<file path="src/logic/pc_settings.svh">
`ifndef PC_SETTINGS_SVH
`define PC_SETTINGS_SVH

// Width of the PC and of every operand and result word.
`define PC_WORD_BITS 32

// First fetch address after reset.
`define PC_RESET_ADDR 32'h0000_0100

// Set to 0 to drop the trap path from the next-PC select.
`define PC_WITH_CSR 1

`endif
</file>
<file path="src/logic/pc_pkg.sv">
`include "pc_settings.svh"

package pc_pkg;

   typedef logic [`PC_WORD_BITS-1:0] word_t;    // PC, operand or result word.

   typedef logic [2:0] cnt_hi_t;                // Bit time divided by four.

   typedef logic [3:0] cnt_lsb_t;               // One-hot position inside a nibble.

   typedef enum logic {
      idle,
      run
   } count_state_t;

endpackage

</file>
<file path="src/logic/pc_unit_top.sv">
module pc_unit_top (
   input  logic          clk,
   input  logic          i_rst,
   input  logic          i_start,
   input  logic          i_jump,
   input  logic          i_jal_or_jalr,
   input  logic          i_utype,
   input  logic          i_pc_rel,
   input  logic          i_trap,
   input  pc_pkg::word_t i_imm_word,
   input  pc_pkg::word_t i_offset_word,
   input  pc_pkg::word_t i_csr_word,
   input  logic          i_ibus_ack,
   output pc_pkg::word_t o_ibus_adr,
   output logic          o_ibus_cyc,
   output pc_pkg::word_t o_rd_word,
   output logic          o_misaligned,
   output logic          o_done
);

   logic             start_ok;
   logic             pc_en;
   pc_pkg::cnt_hi_t  cnt;
   pc_pkg::cnt_lsb_t cnt_r;
   logic             ser_imm;
   logic             ser_buf;
   logic             ser_csr_pc;
   logic             rd_bit;
   logic             bad_pc;

   bit_counter u_counter (
      .clk        (clk),
      .i_rst      (i_rst),
      .i_start    (i_start),
      .i_ibus_cyc (o_ibus_cyc),
      .o_start_ok (start_ok),
      .o_pc_en    (pc_en),
      .o_cnt      (cnt),
      .o_cnt_r    (cnt_r),
      .o_cnt_done (),
      .o_done     (o_done)
   );

   operand_serializer u_serializer (
      .clk           (clk),
      .i_rst         (i_rst),
      .i_start_ok    (start_ok),
      .i_pc_en       (pc_en),
      .i_imm_word    (i_imm_word),
      .i_offset_word (i_offset_word),
      .i_csr_word    (i_csr_word),
      .o_imm         (ser_imm),
      .o_buf         (ser_buf),
      .o_csr_pc      (ser_csr_pc)
   );

   pc_ctrl u_pc_ctrl (
      .clk           (clk),
      .i_rst         (i_rst),
      .i_pc_en       (pc_en),
      .i_cnt         (cnt),
      .i_cnt_r       (cnt_r),
      .i_jump        (i_jump),
      .i_jal_or_jalr (i_jal_or_jalr),
      .i_utype       (i_utype),
      .i_pc_rel      (i_pc_rel),
      .i_trap        (i_trap),
      .i_imm         (ser_imm),
      .i_buf         (ser_buf),
      .i_csr_pc      (ser_csr_pc),
      .o_rd          (rd_bit),
      .o_bad_pc      (bad_pc),
      .o_ibus_adr    (o_ibus_adr),
      .o_ibus_cyc    (o_ibus_cyc),
      .i_ibus_ack    (i_ibus_ack)
   );

   rd_collector u_collector (
      .clk          (clk),
      .i_rst        (i_rst),
      .i_pc_en      (pc_en),
      .i_cnt        (cnt),
      .i_cnt_r      (cnt_r),
      .i_rd         (rd_bit),
      .i_bad_pc     (bad_pc),
      .o_rd_word    (o_rd_word),
      .o_misaligned (o_misaligned)
   );

endmodule

</file>
<file path="src/logic/rd_collector.sv">
module rd_collector (
   input  logic             clk,
   input  logic             i_rst,
   input  logic             i_pc_en,
   input  pc_pkg::cnt_hi_t  i_cnt,
   input  pc_pkg::cnt_lsb_t i_cnt_r,
   input  logic             i_rd,
   input  logic             i_bad_pc,
   output pc_pkg::word_t    o_rd_word,
   output logic            o_misaligned
);

   logic bit_time_1;

   assign bit_time_1 = i_pc_en & i_cnt_r[1] & (i_cnt == 3'd0);

   //////////////////////////////////////////////////
   // Deserializer
   //////////////////////////////////////////////////

   always_ff @(posedge clk) begin
      if (i_rst) begin
         o_rd_word    <= '0;
         o_misaligned <= 1'b0;
      end else begin
         if (i_pc_en) begin
            o_rd_word <= {i_rd, o_rd_word[$bits(o_rd_word)-1:1]};   // LSB arrives first.
         end
         if (bit_time_1) begin
            o_misaligned <= i_bad_pc;                  // Bit 1 of the jump target.
         end
      end
   end

endmodule

</file>
<file path="src/logic/pc_ctrl.sv">
`include "pc_settings.svh"

module pc_ctrl #(
   parameter pc_pkg::word_t RESET_PC = `PC_RESET_ADDR
) (
   input  logic             clk,
   input  logic             i_rst,
   input  logic             i_pc_en,
   input  pc_pkg::cnt_hi_t  i_cnt,
   input  pc_pkg::cnt_lsb_t i_cnt_r,
   input  logic             i_jump,
   input  logic             i_jal_or_jalr,
   input  logic             i_utype,
   input  logic             i_pc_rel,
   input  logic             i_trap,
   input  logic             i_imm,
   input  logic             i_buf,
   input  logic             i_csr_pc,
   output logic             o_rd,
   output logic             o_bad_pc,
   output pc_pkg::word_t    o_ibus_adr,
   output logic             o_ibus_cyc,
   input  logic             i_ibus_ack
);

   localparam bit WITH_CSR = `PC_WITH_CSR;

   logic                      en_pc_r;
   logic                      pc;
   logic [`PC_WORD_BITS-1:1]  pc_par;
   logic                      new_pc;

   logic                      plus_4;
   logic                      pc_plus_4;
   logic                      pc_plus_4_cy;
   logic                      pc_plus_4_cy_r;

   logic                      offset_a;
   logic                      offset_b;
   logic                      imm_upper;
   logic                      pc_plus_offset;
   logic                      pc_plus_offset_cy;
   logic                      pc_plus_offset_cy_r;
   logic                      pc_plus_offset_aligned;

   // One bit of a serial adder, carry in the upper bit.
   function automatic logic [1:0] add_bit(input logic a, input logic b, input logic c);
      return {(a & b) | (c & (a ^ b)), a ^ b ^ c};
   endfunction

   shift_reg #(
      .LEN  (`PC_WORD_BITS),
      .INIT (RESET_PC)
   ) u_pc_reg (
      .clk   (clk),
      .i_rst (i_rst),
      .i_en  (i_pc_en),
      .i_d   (new_pc),
      .o_q   (pc),
      .o_par (pc_par)
   );

   assign o_ibus_adr = {pc_par, pc};

   //////////////////////////////////////////////////
   // Serial adders
   //////////////////////////////////////////////////

   assign plus_4 = i_cnt_r[2] & (i_cnt == 3'd0);                  // Bit time 2.
   assign {pc_plus_4_cy, pc_plus_4} = add_bit(pc, plus_4, pc_plus_4_cy_r);

   assign imm_upper = i_cnt[2] | (i_cnt[1:0] == 2'b11);           // Bit 12 and up.
   assign offset_a  = i_pc_rel & pc;
   assign offset_b  = i_utype ? (i_imm & imm_upper) : i_buf;
   assign {pc_plus_offset_cy, pc_plus_offset} =
      add_bit(offset_a, offset_b, pc_plus_offset_cy_r);

   // The flag is still clear at bit time 0, which drops target bit 0.
   assign pc_plus_offset_aligned = pc_plus_offset & en_pc_r;
   assign o_bad_pc = pc_plus_offset_aligned;

   always_comb begin
      if (WITH_CSR && i_trap) begin
         new_pc = i_csr_pc & en_pc_r;
      end else if (i_jump) begin
         new_pc = pc_plus_offset_aligned;
      end else begin
         new_pc = pc_plus_4;
      end
   end

   assign o_rd = (i_utype & pc_plus_offset_aligned) | (i_jal_or_jalr & pc_plus_4);

   assign o_ibus_cyc = en_pc_r & ~i_pc_en;

   always_ff @(posedge clk) begin
      if (i_rst) begin
         en_pc_r             <= 1'b1;                             // Fetch from the reset address.
         pc_plus_4_cy_r      <= 1'b0;
         pc_plus_offset_cy_r <= 1'b0;
      end else begin
         pc_plus_4_cy_r      <= i_pc_en & pc_plus_4_cy;
         pc_plus_offset_cy_r <= i_pc_en & pc_plus_offset_cy;
         if (i_pc_en) begin
            en_pc_r <= 1'b1;
         end else if (o_ibus_cyc & i_ibus_ack) begin
            en_pc_r <= 1'b0;
         end
      end
   end

endmodule

</file>
<file path="src/logic/operand_serializer.sv">
module operand_serializer (
   input  logic          clk,
   input  logic          i_rst,
   input  logic          i_start_ok,
   input  logic          i_pc_en,
   input  pc_pkg::word_t i_imm_word,
   input  pc_pkg::word_t i_offset_word,
   input  pc_pkg::word_t i_csr_word,
   output logic          o_imm,
   output logic          o_buf,
   output logic          o_csr_pc
);

   pc_pkg::word_t imm_sr;
   pc_pkg::word_t offset_sr;
   pc_pkg::word_t csr_sr;

   //////////////////////////////////////////////////
   // Load on start, then one bit per bit time
   //////////////////////////////////////////////////

   always_ff @(posedge clk) begin
      if (i_rst) begin
         imm_sr    <= '0;
         offset_sr <= '0;
         csr_sr    <= '0;
      end else if (i_start_ok) begin
         imm_sr    <= i_imm_word;
         offset_sr <= i_offset_word;
         csr_sr    <= i_csr_word;
      end else if (i_pc_en) begin
         imm_sr    <= imm_sr >> 1;
         offset_sr <= offset_sr >> 1;
         csr_sr    <= csr_sr >> 1;
      end
   end

   // Bit k sits in position 0 during bit time k.
   assign o_imm    = imm_sr[0];
   assign o_buf    = offset_sr[0];
   assign o_csr_pc = csr_sr[0];

endmodule

</file>
<file path="src/logic/bit_counter.sv">
module bit_counter (
   input  logic             clk,
   input  logic             i_rst,
   input  logic             i_start,
   input  logic             i_ibus_cyc,
   output logic             o_start_ok,
   output logic             o_pc_en,
   output pc_pkg::cnt_hi_t  o_cnt,
   output pc_pkg::cnt_lsb_t o_cnt_r,
   output logic             o_cnt_done,
   output logic             o_done
);

   pc_pkg::count_state_t state;

   // No new operation while a fetch is still outstanding.
   assign o_start_ok = i_start & (state == pc_pkg::idle) & ~i_ibus_cyc;
   assign o_pc_en    = (state == pc_pkg::run);
   assign o_cnt_done = o_pc_en & o_cnt_r[3] & (o_cnt == 3'd7);   // Bit time 31.

   always_ff @(posedge clk) begin
      if (i_rst) begin
         state   <= pc_pkg::idle;
         o_cnt   <= '0;
         o_cnt_r <= 4'b0001;
         o_done  <= 1'b0;
      end else begin
         o_done <= o_cnt_done;
         case (state)
            pc_pkg::idle: begin
               if (o_start_ok) begin
                  state   <= pc_pkg::run;
                  o_cnt   <= '0;
                  o_cnt_r <= 4'b0001;
               end
            end
            pc_pkg::run: begin
               o_cnt_r <= {o_cnt_r[2:0], o_cnt_r[3]};
               if (o_cnt_r[3]) begin
                  o_cnt <= o_cnt + 3'd1;             // Wraps back to zero after bit 31.
               end
               if (o_cnt_done) begin
                  state <= pc_pkg::idle;
               end
            end
            default: begin
               state <= pc_pkg::idle;
            end
         endcase
      end
   end

endmodule

</file>
<file path="src/logic/shift_reg.sv">
module shift_reg #(
   parameter int             LEN  = 32,
   parameter logic [LEN-1:0] INIT = '0
) (
   input  logic           clk,
   input  logic           i_rst,
   input  logic           i_en,
   input  logic           i_d,
   output logic           o_q,
   output logic [LEN-1:1] o_par
);

   logic [LEN-1:0] data;

   // LSB leaves first, the new bit enters at the top.
   always_ff @(posedge clk) begin
      if (i_rst) begin
         data <= INIT;
      end else if (i_en) begin
         data <= {i_d, data[LEN-1:1]};
      end
   end

   assign o_q   = data[0];
   assign o_par = data[LEN-1:1];

endmodule

</file>
<file path="config.mk">
export PLATFORM = sky130hd
export DESIGN_NAME = pc_unit_top
export DESIGN_NICKNAME = d
export VERILOG_FILES = /design/src/logic/pc_pkg.sv /design/src/logic/pc_unit_top.sv /design/src/logic/rd_collector.sv /design/src/logic/pc_ctrl.sv /design/src/logic/operand_serializer.sv /design/src/logic/bit_counter.sv /design/src/logic/shift_reg.sv
export VERILOG_INCLUDE_DIRS = /design/src /design/src/logic
export SDC_FILE = /design/constraint.sdc
export NUM_CORES = 1
export LEC_CHECK = 0
export ABC_AREA = 1
export BUFFER_PORTS_ARGS = -buffer_cell sky130_fd_sc_hd__buf_2
export CORE_ASPECT_RATIO = 2
export CORE_MARGIN = 2
export CORE_UTILIZATION = 49
export CTS_CLUSTER_DIAMETER = 200
export DETAILED_ROUTE_END_ITERATION = 10
export GPL_TIMING_DRIVEN = 0
export PLACE_DENSITY = 0.77
export SYNTH_ARGS = -nofsm -noshare
export SYNTH_HDL_FRONTEND = slang
export SYNTH_SLANG_ARGS = --single-unit
</file>
<file path="constraint.sdc">
create_clock -name clk -period 1.9 [get_ports clk]
set_input_delay 0.095 -clock clk [delete_from_list [all_inputs] [get_ports clk]]
set_output_delay 0.095 -clock clk [all_outputs]
set_load 0.03 [all_outputs]
</file>
==> run summary, run 1 <==
top_reg_cell synth - dfxtp_1
FFs w/ async S/R, synth - 0
hold endpoint - u_serializer.offset_sr[1]
n_diodes - 0
router iterations before antenna repair - 5
Hold Vio Cnt, Final - 0
Vias/cell - 5.15
global route overflow - 0
H-tree levels - 4
Die Y - 178 um
Seq/Total Area, Yosys - 0.466
drt drc - 0
post-synth top area share - 0.466
WHS Path Cells - 5
Critical R2R Capture - u_pc_ctrl.u_pc_reg.data[31]
DRT Wirelength - 21.3 mm
Setup crit end kind - flip-flop
Switching Share - 0.269
Syn. warnings - 0
1st-iter DRT viols - 339
clock tree from TritonCTS - yes
Synth Register Bits - 173
die area - 16200 um2
starting density of the core - 0.501
Mapped Nets - 1118
Fmax achieved - 543 MHz
switching pwr - 2190 uW
Post-synth EDFFs - 0
Final Skew - 0.0135 ns
Sequential Power Share - 0.470
RSZ-0062 raised after global routing - yes
Hold Crit Class - input port to flip-flop
Finished Cell Area - 9430 um2
vias in the first global route - 7387
Clock Sinks - 173
Clock Tree Root - clkbuf_16
row count - 63
CTS clk-pin slew, worst paths - 0.07 ns
worst-margin pin slew - 0.562 ns
I/O pin count - 172
CP Launch Type - flip-flop
final setup violation count - 0
r2r worst-path depth - 9
later-pin clock latency in the skew report - 0.43 ns
Vias - 7382
die width - 91.1 um
CTS max path bufs - 2
CP peak stage delay - 0.56 ns
wire per inst - 14.9 um
Post-synth top cells - nand2_1 (216), dfxtp_1 (173), nand3_1 (164)
power density over the cells - 861 nW/um2
Total GRT Usage - 0.267
Final Max Tran Viols - 0
Min Clock Period, post-route - 1.84 ns
first-pass GRT wire length - 34.6 mm
Placement Cell Area - 8520 um2
Antenna Violating Nets Remaining - 0
top cells by area, synth - dfxtp_1 (47%), nand3_1 (11%), nand2_1 (11%)
Synth Cell Area - 7430 um2
Num CTS Buffers - 17
Setup CP Type - flip-flop to flip-flop
average size of a mapped cell - 7.37 um2
combinational power share - 0.115
Worst Path Arrival - 2.16 ns
Slowest-stage cell, CP - fa_1
area of the core - 14800 um2
largest net degree at the start of global routing - 17
Mapped Cells - 1007
Required @ worst endpoint - 2.22 ns
reg2reg setup slack - 0.06 ns
nets - 1338
Reg-to-Reg Start - u_counter.o_cnt[1]
share of post-route cells with drive strength above 1 - 0.231
outcome - complete, no violations
fin util - 0.637
Clk network pwr share - 0.415
GPL Wtd Cong - 0.871
Worst Path Buf+Inv - 1
DP Wirelength - 15.7 mm
slew margin rel. - 0.624
port buffer count - 170
crit path max fanout - 3
most numerous cell in the Yosys netlist - nand2_1
Max rail drop VDD - 0.725 mV
Int Pwr - 5930 uW
Distinct cells, synth - 28
most area-hungry cell type in the Yosys netlist - dfxtp_1
CP Cell Sequence - ha_4, inv_2, ha_4, o21ai_2, o21ai_2, fa_1, o21ai_1, a21oi_1, nor2_1
fin crit share - 0.970
Pleak - 0.00472 uW
initial antenna violation count - 0
min-delay src - i_offset_word[1]
crit-path leading delay family - adder cells
Max-Cap Viols - 0
area delta synth->final - 27.0%
==> routing by layer <==
layer,vias to the layer above,GRT usage,wire length (um)
li1,3737,-,-
met1,3405,0.257,7840
met4,0,0.129,785
met2,188,0.527,11700
met3,52,0.0553,1010
met5,-,0,0
==> cells in the final DEF, fill, tap and decap left out, types with 2 or more instances in the layout <==
cell / netlist / layout
buf_1: 6 / 6
dlygate4sd3_1: 0 / 30
nor2_1: 32 / 31
buf_4: 11 / 12
o21ai_1: 4 / 6
ha_1: 4 / 2
buf_2: 52 / 222
o21ai_0: 19 / 15
inv_6: 0 / 3
nor2_2: 1 / 2
nand4_1: 76 / 76
clkbuf_16: 0 / 17
inv_8: 0 / 2
nand2_1: 216 / 216
dfxtp_1: 173 / 171
o21ai_2: 0 / 2
buf_6: 4 / 4
a21oi_1: 7 / 7
inv_2: 4 / 5
nor3_1: 12 / 12
inv_1: 147 / 146
dfxtp_4: 0 / 2
clkinv_4: 0 / 3
fa_1: 2 / 2
nand3_1: 164 / 164
ha_4: 0 / 2
clkinvlp_4: 0 / 3
o22ai_1: 57 / 57
clkbuf_1: 8 / 9
==> worst min-delay path, cell delays in order <==
cell     delay (ns)
buf_2          0.08
nand4_1        0.08
nand3_1        0.07
nand2_1        0.04
inv_1          0.04
==> power groups by stage <==
stage | combinational (uW) | sequential (uW) | clock, uW
6_report | 937 | 3820 | 3370
5_1_grt | 1050 | 3830 | 3540
4_1_cts | 934 | 3820 | 3410
3_5_place_dp | 879 | 3900 | 0
3_3_place_gp | 869 | 3890 | 0
2_1_floorplan | 562 | 3890 | 0
==> worst max path at each step <==
stage | from | to | slack [ns] | cells past startpoint
after CTS | u_counter.o_cnt[0] | u_pc_ctrl.u_pc_reg.data[31] | 0.03 | 9
after detailed placement | u_counter.o_cnt[1] | u_collector.o_misaligned | -0.18 | 9
final | u_counter.o_cnt[1] | u_pc_ctrl.u_pc_reg.data[31] | 0.06 | 9
after global routing | u_counter.o_cnt[1] | u_pc_ctrl.u_pc_reg.data[31] | -0.03 | 9
after global placement | u_counter.o_cnt[1] | u_collector.o_misaligned | -0.1 | 9
after floorplan | u_counter.o_cnt[0] | u_pc_ctrl.u_pc_reg.data[31] | 0.09 | 9
==> state kept, by name (all words and copies together), names as in the netlist <==
signal and count:
u_pc_ctrl.u_pc_reg.data 32, u_counter.o_cnt_r 4, u_counter.o_done 1, u_pc_ctrl.en_pc_r 1, u_collector.o_misaligned 1, u_serializer.imm_sr 32, u_pc_ctrl.pc_plus_offset_cy_r 1, u_counter.o_pc_en 1
u_serializer.csr_sr 32, u_collector.o_rd_word 32, u_counter.o_cnt 3, u_pc_ctrl.pc_plus_4_cy_r 1, u_serializer.offset_sr 32
==> cell type report <==
class                      count  area, um2
clock buffer                  18        429
fill                        1450       5390
tap                          195        244
timing repair buffer         201       1160
clock inverter                13        133
inverter                     152        573
multi-input combinational    601       2980
buffer                        81        440
sequential                   173       3470
==> cell families (layout without fill, tap and decap cells) <==
| group | Yosys count | after routing | share of synthesized area |
|---|---|---|---|
| and+or+nand+nor | 507 | 507 | 0.316 |
| DFF | 173 | 173 | 0.466 |
| buffers and inverters | 233 | 465 | 0.136 |
| AOI/OAI and AO/OA | 88 | 88 | 0.0692 |
| adders and majority gates | 6 | 6 | 0.0121 |
==> repair_timing <==
item / in CTS / in global routing
gates cloned: 0 / 0
endpoints found under the setup margin: 3 / 3
hold buffers: 30 / 0
resized for setup: 7 / 9
endpoints found under the hold margin: 28 / 0
pin swaps: 1 / 7
setup buffers: 0 / 1
==> metrics by stage <==
stage | setup TNS (ns) | total power [uW] | hold slack (ns) | std cells | setup slack, ns
2_1_floorplan | 0 | 4460 | 0.207 | 1007 | 0.0926
3_3_place_gp | -0.225 | 4760 | 0.294 | 1372 | -0.0994
3_5_place_dp | -0.457 | 4780 | 0.299 | 1372 | -0.177
4_1_cts | 0 | 8160 | 0.00127 | 1433 | 0.0298
5_1_grt | -0.0277 | 8410 | 0.0343 | 1434 | -0.0277
6_report | 0 | 8120 | 0.00825 | 1434 | 0.0573
No activity file was read; power rests on OpenSTA's default activity.
==> inputs of run 2 (changes only) <==
--- a/config.mk
+++ b/config.mk
@@ -6,15 +6,15 @@
 export SDC_FILE = /design/constraint.sdc
 export NUM_CORES = 1
 export LEC_CHECK = 0
-export ABC_AREA = 1
 export BUFFER_PORTS_ARGS = -buffer_cell sky130_fd_sc_hd__buf_2
+export CAP_MARGIN = 20
 export CORE_ASPECT_RATIO = 2
 export CORE_MARGIN = 2
-export CORE_UTILIZATION = 49
+export CORE_UTILIZATION = 48
 export CTS_CLUSTER_DIAMETER = 200
 export DETAILED_ROUTE_END_ITERATION = 10
 export GPL_TIMING_DRIVEN = 0
-export PLACE_DENSITY = 0.77
+export PLACE_DENSITY = 0.76
 export SYNTH_ARGS = -nofsm -noshare
 export SYNTH_HDL_FRONTEND = slang
 export SYNTH_SLANG_ARGS = --single-unit
==> constraint.sdc (replaced) <==
create_clock -name clk -period 1.9 [get_ports clk]
set_input_delay 0.095 -clock clk [delete_from_list [all_inputs] [get_ports clk]]
set_output_delay 0.095 -clock clk [all_outputs]
set_load 0.1 [all_outputs]
==> run summary, run 2 <==
later-pin clock latency in the skew report - 0.42 ns
Min Clock Period, post-route - 2.00 ns
1st-iter DRT viols - 267
Post-synth top cells - nand2_1 (185), dfxtp_1 (173), nor2_1 (165)
area delta synth->final - 37.6%
initial antenna violation count - 0
Max-Cap Viols - 0
CTS clk-pin slew, worst paths - 0.06 ns
Setup crit end kind - flip-flop
CP peak stage delay - 0.54 ns
fin crit share - 1.05
I/O pin count - 172
Total GRT Usage - 0.248
n_diodes - 0
area of the core - 14700 um2
Max rail drop VDD - 0.659 mV
Hold Vio Cnt, Final - 0
crit path max fanout - 3
DRT Wirelength - 19.9 mm
Slowest-stage cell, CP - fa_1
Pleak - 0.00403 uW
Required @ worst endpoint - 2.21 ns
leading cell type in the layout, fill and taps excluded - buf_2
top cells by area, synth - dfxtp_1 (48%), nand2_1 (9.7%), a311oi_1 (9.2%)
Final Max Tran Viols - 0
largest net degree at the start of global routing - 20
Seq/Total Area, Yosys - 0.484
Worst Path Buf+Inv - 1
H-tree levels - 4
Die Y - 177 um
FFs w/ async S/R, synth - 0
Setup CP Type - flip-flop to flip-flop
crit-path leading delay family - adder cells
Syn. warnings - 0
failing checks - negative setup slack
most area-hungry cell type in the Yosys netlist - dfxtp_1
Synth Cell Area - 7160 um2
Num CTS Buffers - 17
Finished Cell Area - 9850 um2
router iterations before antenna repair - 5
final setup violation count - 1
wire per inst - 15.2 um
nets - 1212
Clock Tree Root - clkbuf_16
Clock Sinks - 173
top_reg_cell synth - dfxtp_1
vias in the first global route - 6957
starting density of the core - 0.486
RSZ-0062 raised after global routing - yes
most frequent cells in the layout - buf_2 (211), nand2_1 (185), dfxtp_1 (171)
CP Cell Sequence - inv_1, ha_1, and3_1, fa_1, nor3b_2, a31oi_1, a311oi_1
average size of a mapped cell - 8.76 um2
CTS max path bufs - 2
Mapped Nets - 928
Post-synth EDFFs - 0
Vias - 6853
Vias/cell - 5.24
Final Skew - 0.0106 ns
post-synth top area share - 0.484
port buffer count - 170
drt drc - 0
Synth Register Bits - 173
worst-margin pin slew - 0.522 ns
Fmax achieved - 501 MHz
die area - 16000 um2
DP Wirelength - 13.5 mm
row count - 63
global route overflow - 0
power density over the cells - 863 nW/um2
Mapped Cells - 817
Worst Path Arrival - 2.30 ns
most numerous cell in the Yosys netlist - nand2_1
Hold Crit Class - input port to flip-flop
clock tree from TritonCTS - yes
GPL Wtd Cong - 0.813
layout filler cell count - 1234
worst hold slack - 0.0104 ns
first-pass GRT wire length - 32.3 mm
slew margin rel. - 0.652
final worst-path setup slack - -0.0975 ns
Antenna Violating Nets Remaining - 0
CP Launch Type - flip-flop
outcome - finished with violations
Distinct cells, synth - 32
Placement Cell Area - 8260 um2
reg2reg setup slack - -0.1 ns
share of post-route cells with drive strength above 1 - 0.263
die width - 90.4 um
==> run 2: cell types whose count changed after synthesis, moves of 9 or more <==
cell      change
a311oi_1     +75
a311oi_2     +20
buf_2        -11
clkbuf_1     +17
inv_1       -137
mux2i_1      +65
nand2_1      -31
nand2_2       +9
nand3_1     -159
nand4_1      -76
nor2_1      +133
o21ai_0      -18
o22ai_1      -57
==> run 2: kinds of logic (layout without fill, tap and decap cells) <==
logic type / Yosys count / count (layout) / share of synthesized area
xor+xnor: 1 / 1 / 0.00122
compound gates: 108 / 108 / 0.145
buf+inv: 83 / 380 / 0.0559
fa+ha+maj: 6 / 6 / 0.0126
flops: 173 / 173 / 0.484
simple gates: 379 / 379 / 0.208
mux: 67 / 67 / 0.0940
==> run 2: layout make-up <==
cell class,count,area (um2),area share
Clock buffer,18,429,0.0436
Multi-Input combinational cell,561,3350,0.340
Buffer,72,359,0.0365
Sequential cell,173,3470,0.352
Timing Repair Buffer,266,1810,0.183
Inverter,10,37.5,0.00381
Clock inverter,14,154,0.0156
Tap cell,195,244,0.0248
==> run 2: final timing paths <==
kind	start	end	cells after the start
worst max-delay path	u_counter.o_cnt[0]	u_pc_ctrl.u_pc_reg.data[31]	7
worst min register to register	u_counter.o_cnt_r[0]	u_counter.o_cnt_r[1]	2
worst max register to register	u_counter.o_cnt[0]	u_pc_ctrl.u_pc_reg.data[31]	7
worst min-delay path	i_imm_word[17]	u_serializer.imm_sr[17]	3
==> run 2: per-stage QoR <==
step	worst slack (ns)	TNS (ns)	utilization	cells	total power [uW]
2_1_floorplan	0.00195	0	-	817	4650
3_3_place_gp	-0.127	-0.227	0.560	1182	4930
3_5_place_dp	-0.200	-0.340	0.560	1182	4950
4_1_cts	-0.115	-0.115	0.666	1308	8530
5_1_grt	-0.193	-0.335	0.668	1309	8820
6_report	-0.0975	-0.0975	0.668	1309	8500
==> run 2: what timing repair did <==
action	4_1_cts	5_1_grt
setup endpoints to repair	4	3
endpoints found under the hold margin	94	0
pin swaps	4	7
buffers inserted	1	1
hold buffers	94	0
cloned	0	0
resized for setup	8	7
==> run 2: power by group <==
part / leakage [uW] / switching (uW) / internal, uW
registers: 0.00141 / 114 / 3820
logic: 0.00233 / 612 / 498
clock network: 0.000284 / 1590 / 1870
total: 0.00403 / 2310 / 6180
==> run 2: worst reg2reg max path, cell delays in order, from the launching register on <==
cell and delay [ns]:
dfxtp_4 0.37, inv_1 0.05, ha_1 0.20, and3_1 0.22
fa_1 0.54, nor3b_2 0.17, a31oi_1 0.06, a311oi_1 0.29
==> run 2: layer usage <==
metal | global-route usage | routed length [um] | vias to the layer above
met2 | 0.484 | 11000 | 199
met4 | 0.128 | 821 | 0
met3 | 0.0392 | 658 | 63
li1 | - | - | 3358
met5 | 0 | 0 | -
met1 | 0.249 | 7420 | 3233
==> inputs of run 3 (changes only) <==
--- a/config.mk
+++ b/config.mk
@@ -6,7 +6,7 @@
 export SDC_FILE = /design/constraint.sdc
 export NUM_CORES = 1
 export LEC_CHECK = 0
-export BUFFER_PORTS_ARGS = -buffer_cell sky130_fd_sc_hd__buf_2
+export BUFFER_PORTS_ARGS = -buffer_cell sky130_fd_sc_hd__buf_4
 export CAP_MARGIN = 20
 export CORE_ASPECT_RATIO = 2
 export CORE_MARGIN = 2
@@ -14,6 +14,7 @@
 export CTS_CLUSTER_DIAMETER = 200
 export DETAILED_ROUTE_END_ITERATION = 10
 export GPL_TIMING_DRIVEN = 0
+export MAX_ROUTING_LAYER = met4
 export PLACE_DENSITY = 0.76
 export SYNTH_ARGS = -nofsm -noshare
 export SYNTH_HDL_FRONTEND = slang
==> run summary, run 3 (synthesis gave the netlist of run 2 again) <==
Min Clock Period, post-route - 1.89 ns
Final Max Tran Viols - 0
vias in the first global route - 7065
Finished Cell Area - 10400 um2
Hold Vio Cnt, Final - 0
Clock Sinks - 173
final setup violation count - 0
Final Skew - 0.0149 ns
later-pin clock latency in the skew report - 0.42 ns
CP Depth - 9
Setup CP Type - flip-flop to flip-flop
Pleak - 0.00414 uW
layout filler cell count - 1187
worst hold slack - 0.0871 ns
Total GRT Usage - 0.260
Vias/cell - 5.23
CP Launch Type - flip-flop
Critical Path Source - u_counter.o_cnt[1]
Hold Crit Class - input port to flip-flop
Placement Cell Area - 8680 um2
crit path max fanout - 4
Max-Cap Viols - 0
Post-Place Worst Slack - -0.270 ns
final worst-path setup slack - 0.00684 ns
Critical R2R Capture - u_pc_ctrl.u_pc_reg.data[31]
Worst Path Arrival - 2.22 ns
Slowest-stage cell, CP - fa_1
r2r worst-path depth - 9
outcome - complete, no violations
reg2reg setup slack - 0.007 ns
CP peak stage delay - 0.44 ns
initial antenna violation count - 0
Fmax achieved - 528 MHz
first-pass GRT wire length - 32.8 mm
n_diodes - 0
drt drc - 0
area of the core - 14700 um2
Max rail drop VDD - 0.703 mV
starting density of the core - 0.486
leading cell type in the layout, fill and taps excluded - nand2_1
power density over the cells - 837 nW/um2
die width - 90.4 um
RSZ-0062 raised after global routing - yes
H-tree levels - 4
largest net degree at the start of global routing - 20
CTS clk-pin slew, worst paths - 0.07 ns
CTS max path bufs - 2
1st-iter DRT viols - 255
nets - 1216
global route overflow - 0
Vias - 6863
die area - 16000 um2
Reg-to-Reg Start - u_counter.o_cnt[1]
port buffer count - 170
CP Cell Sequence - ha_4, inv_2, ha_4, nor2_2, a21oi_2, fa_1, nor2b_2, a31oi_1, a311oi_1
area delta synth->final - 44.6%
GPL Wtd Cong - 0.823
wire per inst - 15.3 um
crit-path leading delay family - adder cells
Clock Tree Root - clkbuf_16
Worst Path Buf+Inv - 1
Num CTS Buffers - 17
clock tree from TritonCTS - yes
share of post-route cells with drive strength above 1 - 0.267
worst-margin pin slew - 0.509 ns
CP dominant cell by count - ha_4
I/O pin count - 172
CP endpoint - u_pc_ctrl.u_pc_reg.data[31]
most frequent cells in the layout - nand2_1 (185), buf_4 (176), dfxtp_1 (171)
Setup crit end kind - flip-flop
fin crit share - 0.996
DRT Wirelength - 20.1 mm
DP Wirelength - 13.8 mm
router iterations before antenna repair - 4
fin util - 0.702
Antenna Violating Nets Remaining - 0
Die Y - 177 um
Required @ worst endpoint - 2.22 ns
row count - 63
slew margin rel. - 0.661
-- run 3: changes by cell type in the layout (fill, tap and decap cells not counted), sizes merged --
cell / delta
dlygate4sd3: +4
-- run 3: worst reg2reg max path: stages, from the launching register on --
cell and delay, ns:
dfxtp_4 0.38, ha_4 0.14, inv_2 0.04, ha_4 0.15, nor2_2 0.09, a21oi_2 0.04
fa_1 0.44, nor2b_2 0.17, a31oi_1 0.10, a311oi_1 0.26
-- run 3: per-layer routing --
layer	share of wire	vias up	track usage
li1	-	3374	-
met2	0.56	189	0.492
met1	0.37	3244	0.255
met4	0.039	0	0.133
met3	0.027	56	0.0362
met5	0	-	-
-- run 3: layout make-up --
type / count / area (um2) / share of cell area
buffer: 72 / 359 / 0.0347
clock buffer: 18 / 439 / 0.0424
timing repair buffer: 270 / 2270 / 0.219
multi-input combinational: 561 / 3360 / 0.325
clock inverter: 14 / 168 / 0.0162
inverter: 10 / 40.0 / 0.00387
sequential: 173 / 3470 / 0.335
tap: 195 / 244 / 0.0236
-- run 3: power by group --
part | switching [uW] | internal (uW) | total (uW)
sequential | 114 | 3820 | 3930
clock | 1640 | 1920 | 3560
combinational | 613 | 567 | 1180
-- run 3: through the flow --
step           instances  total power (uW)  TNS (ns)
5_1_grt             1313              9000    -0.100
3_3_place_gp        1182              5000    -0.278
2_1_floorplan        817              4650         0
6_report            1313              8670         0
3_5_place_dp        1182              5020    -0.540
4_1_cts             1313              8710  -0.00301
-- run 3: worst min path at each step --
stage	slack (ns)	start	end	depth (start not counted)
2_1_floorplan	0.20	i_ibus_ack	u_pc_ctrl.en_pc_r	1
3_3_place_gp	0.31	i_ibus_ack	u_pc_ctrl.en_pc_r	2
3_5_place_dp	0.31	i_ibus_ack	u_pc_ctrl.en_pc_r	2
4_1_cts	0.06	i_jump	u_pc_ctrl.u_pc_reg.data[31]	4
5_1_grt	0.09	i_jump	u_pc_ctrl.u_pc_reg.data[31]	4
6_report	0.09	i_jump	u_pc_ctrl.u_pc_reg.data[31]	4
-- run 3: what timing repair did --
action                                  CTS  global route
pin swaps                                 7             5
hold buffers                             98             0
endpoints found under the setup margin    4             2
buffers inserted                          2             0
resized for setup                        15             5
endpoints found under the hold margin    98             0
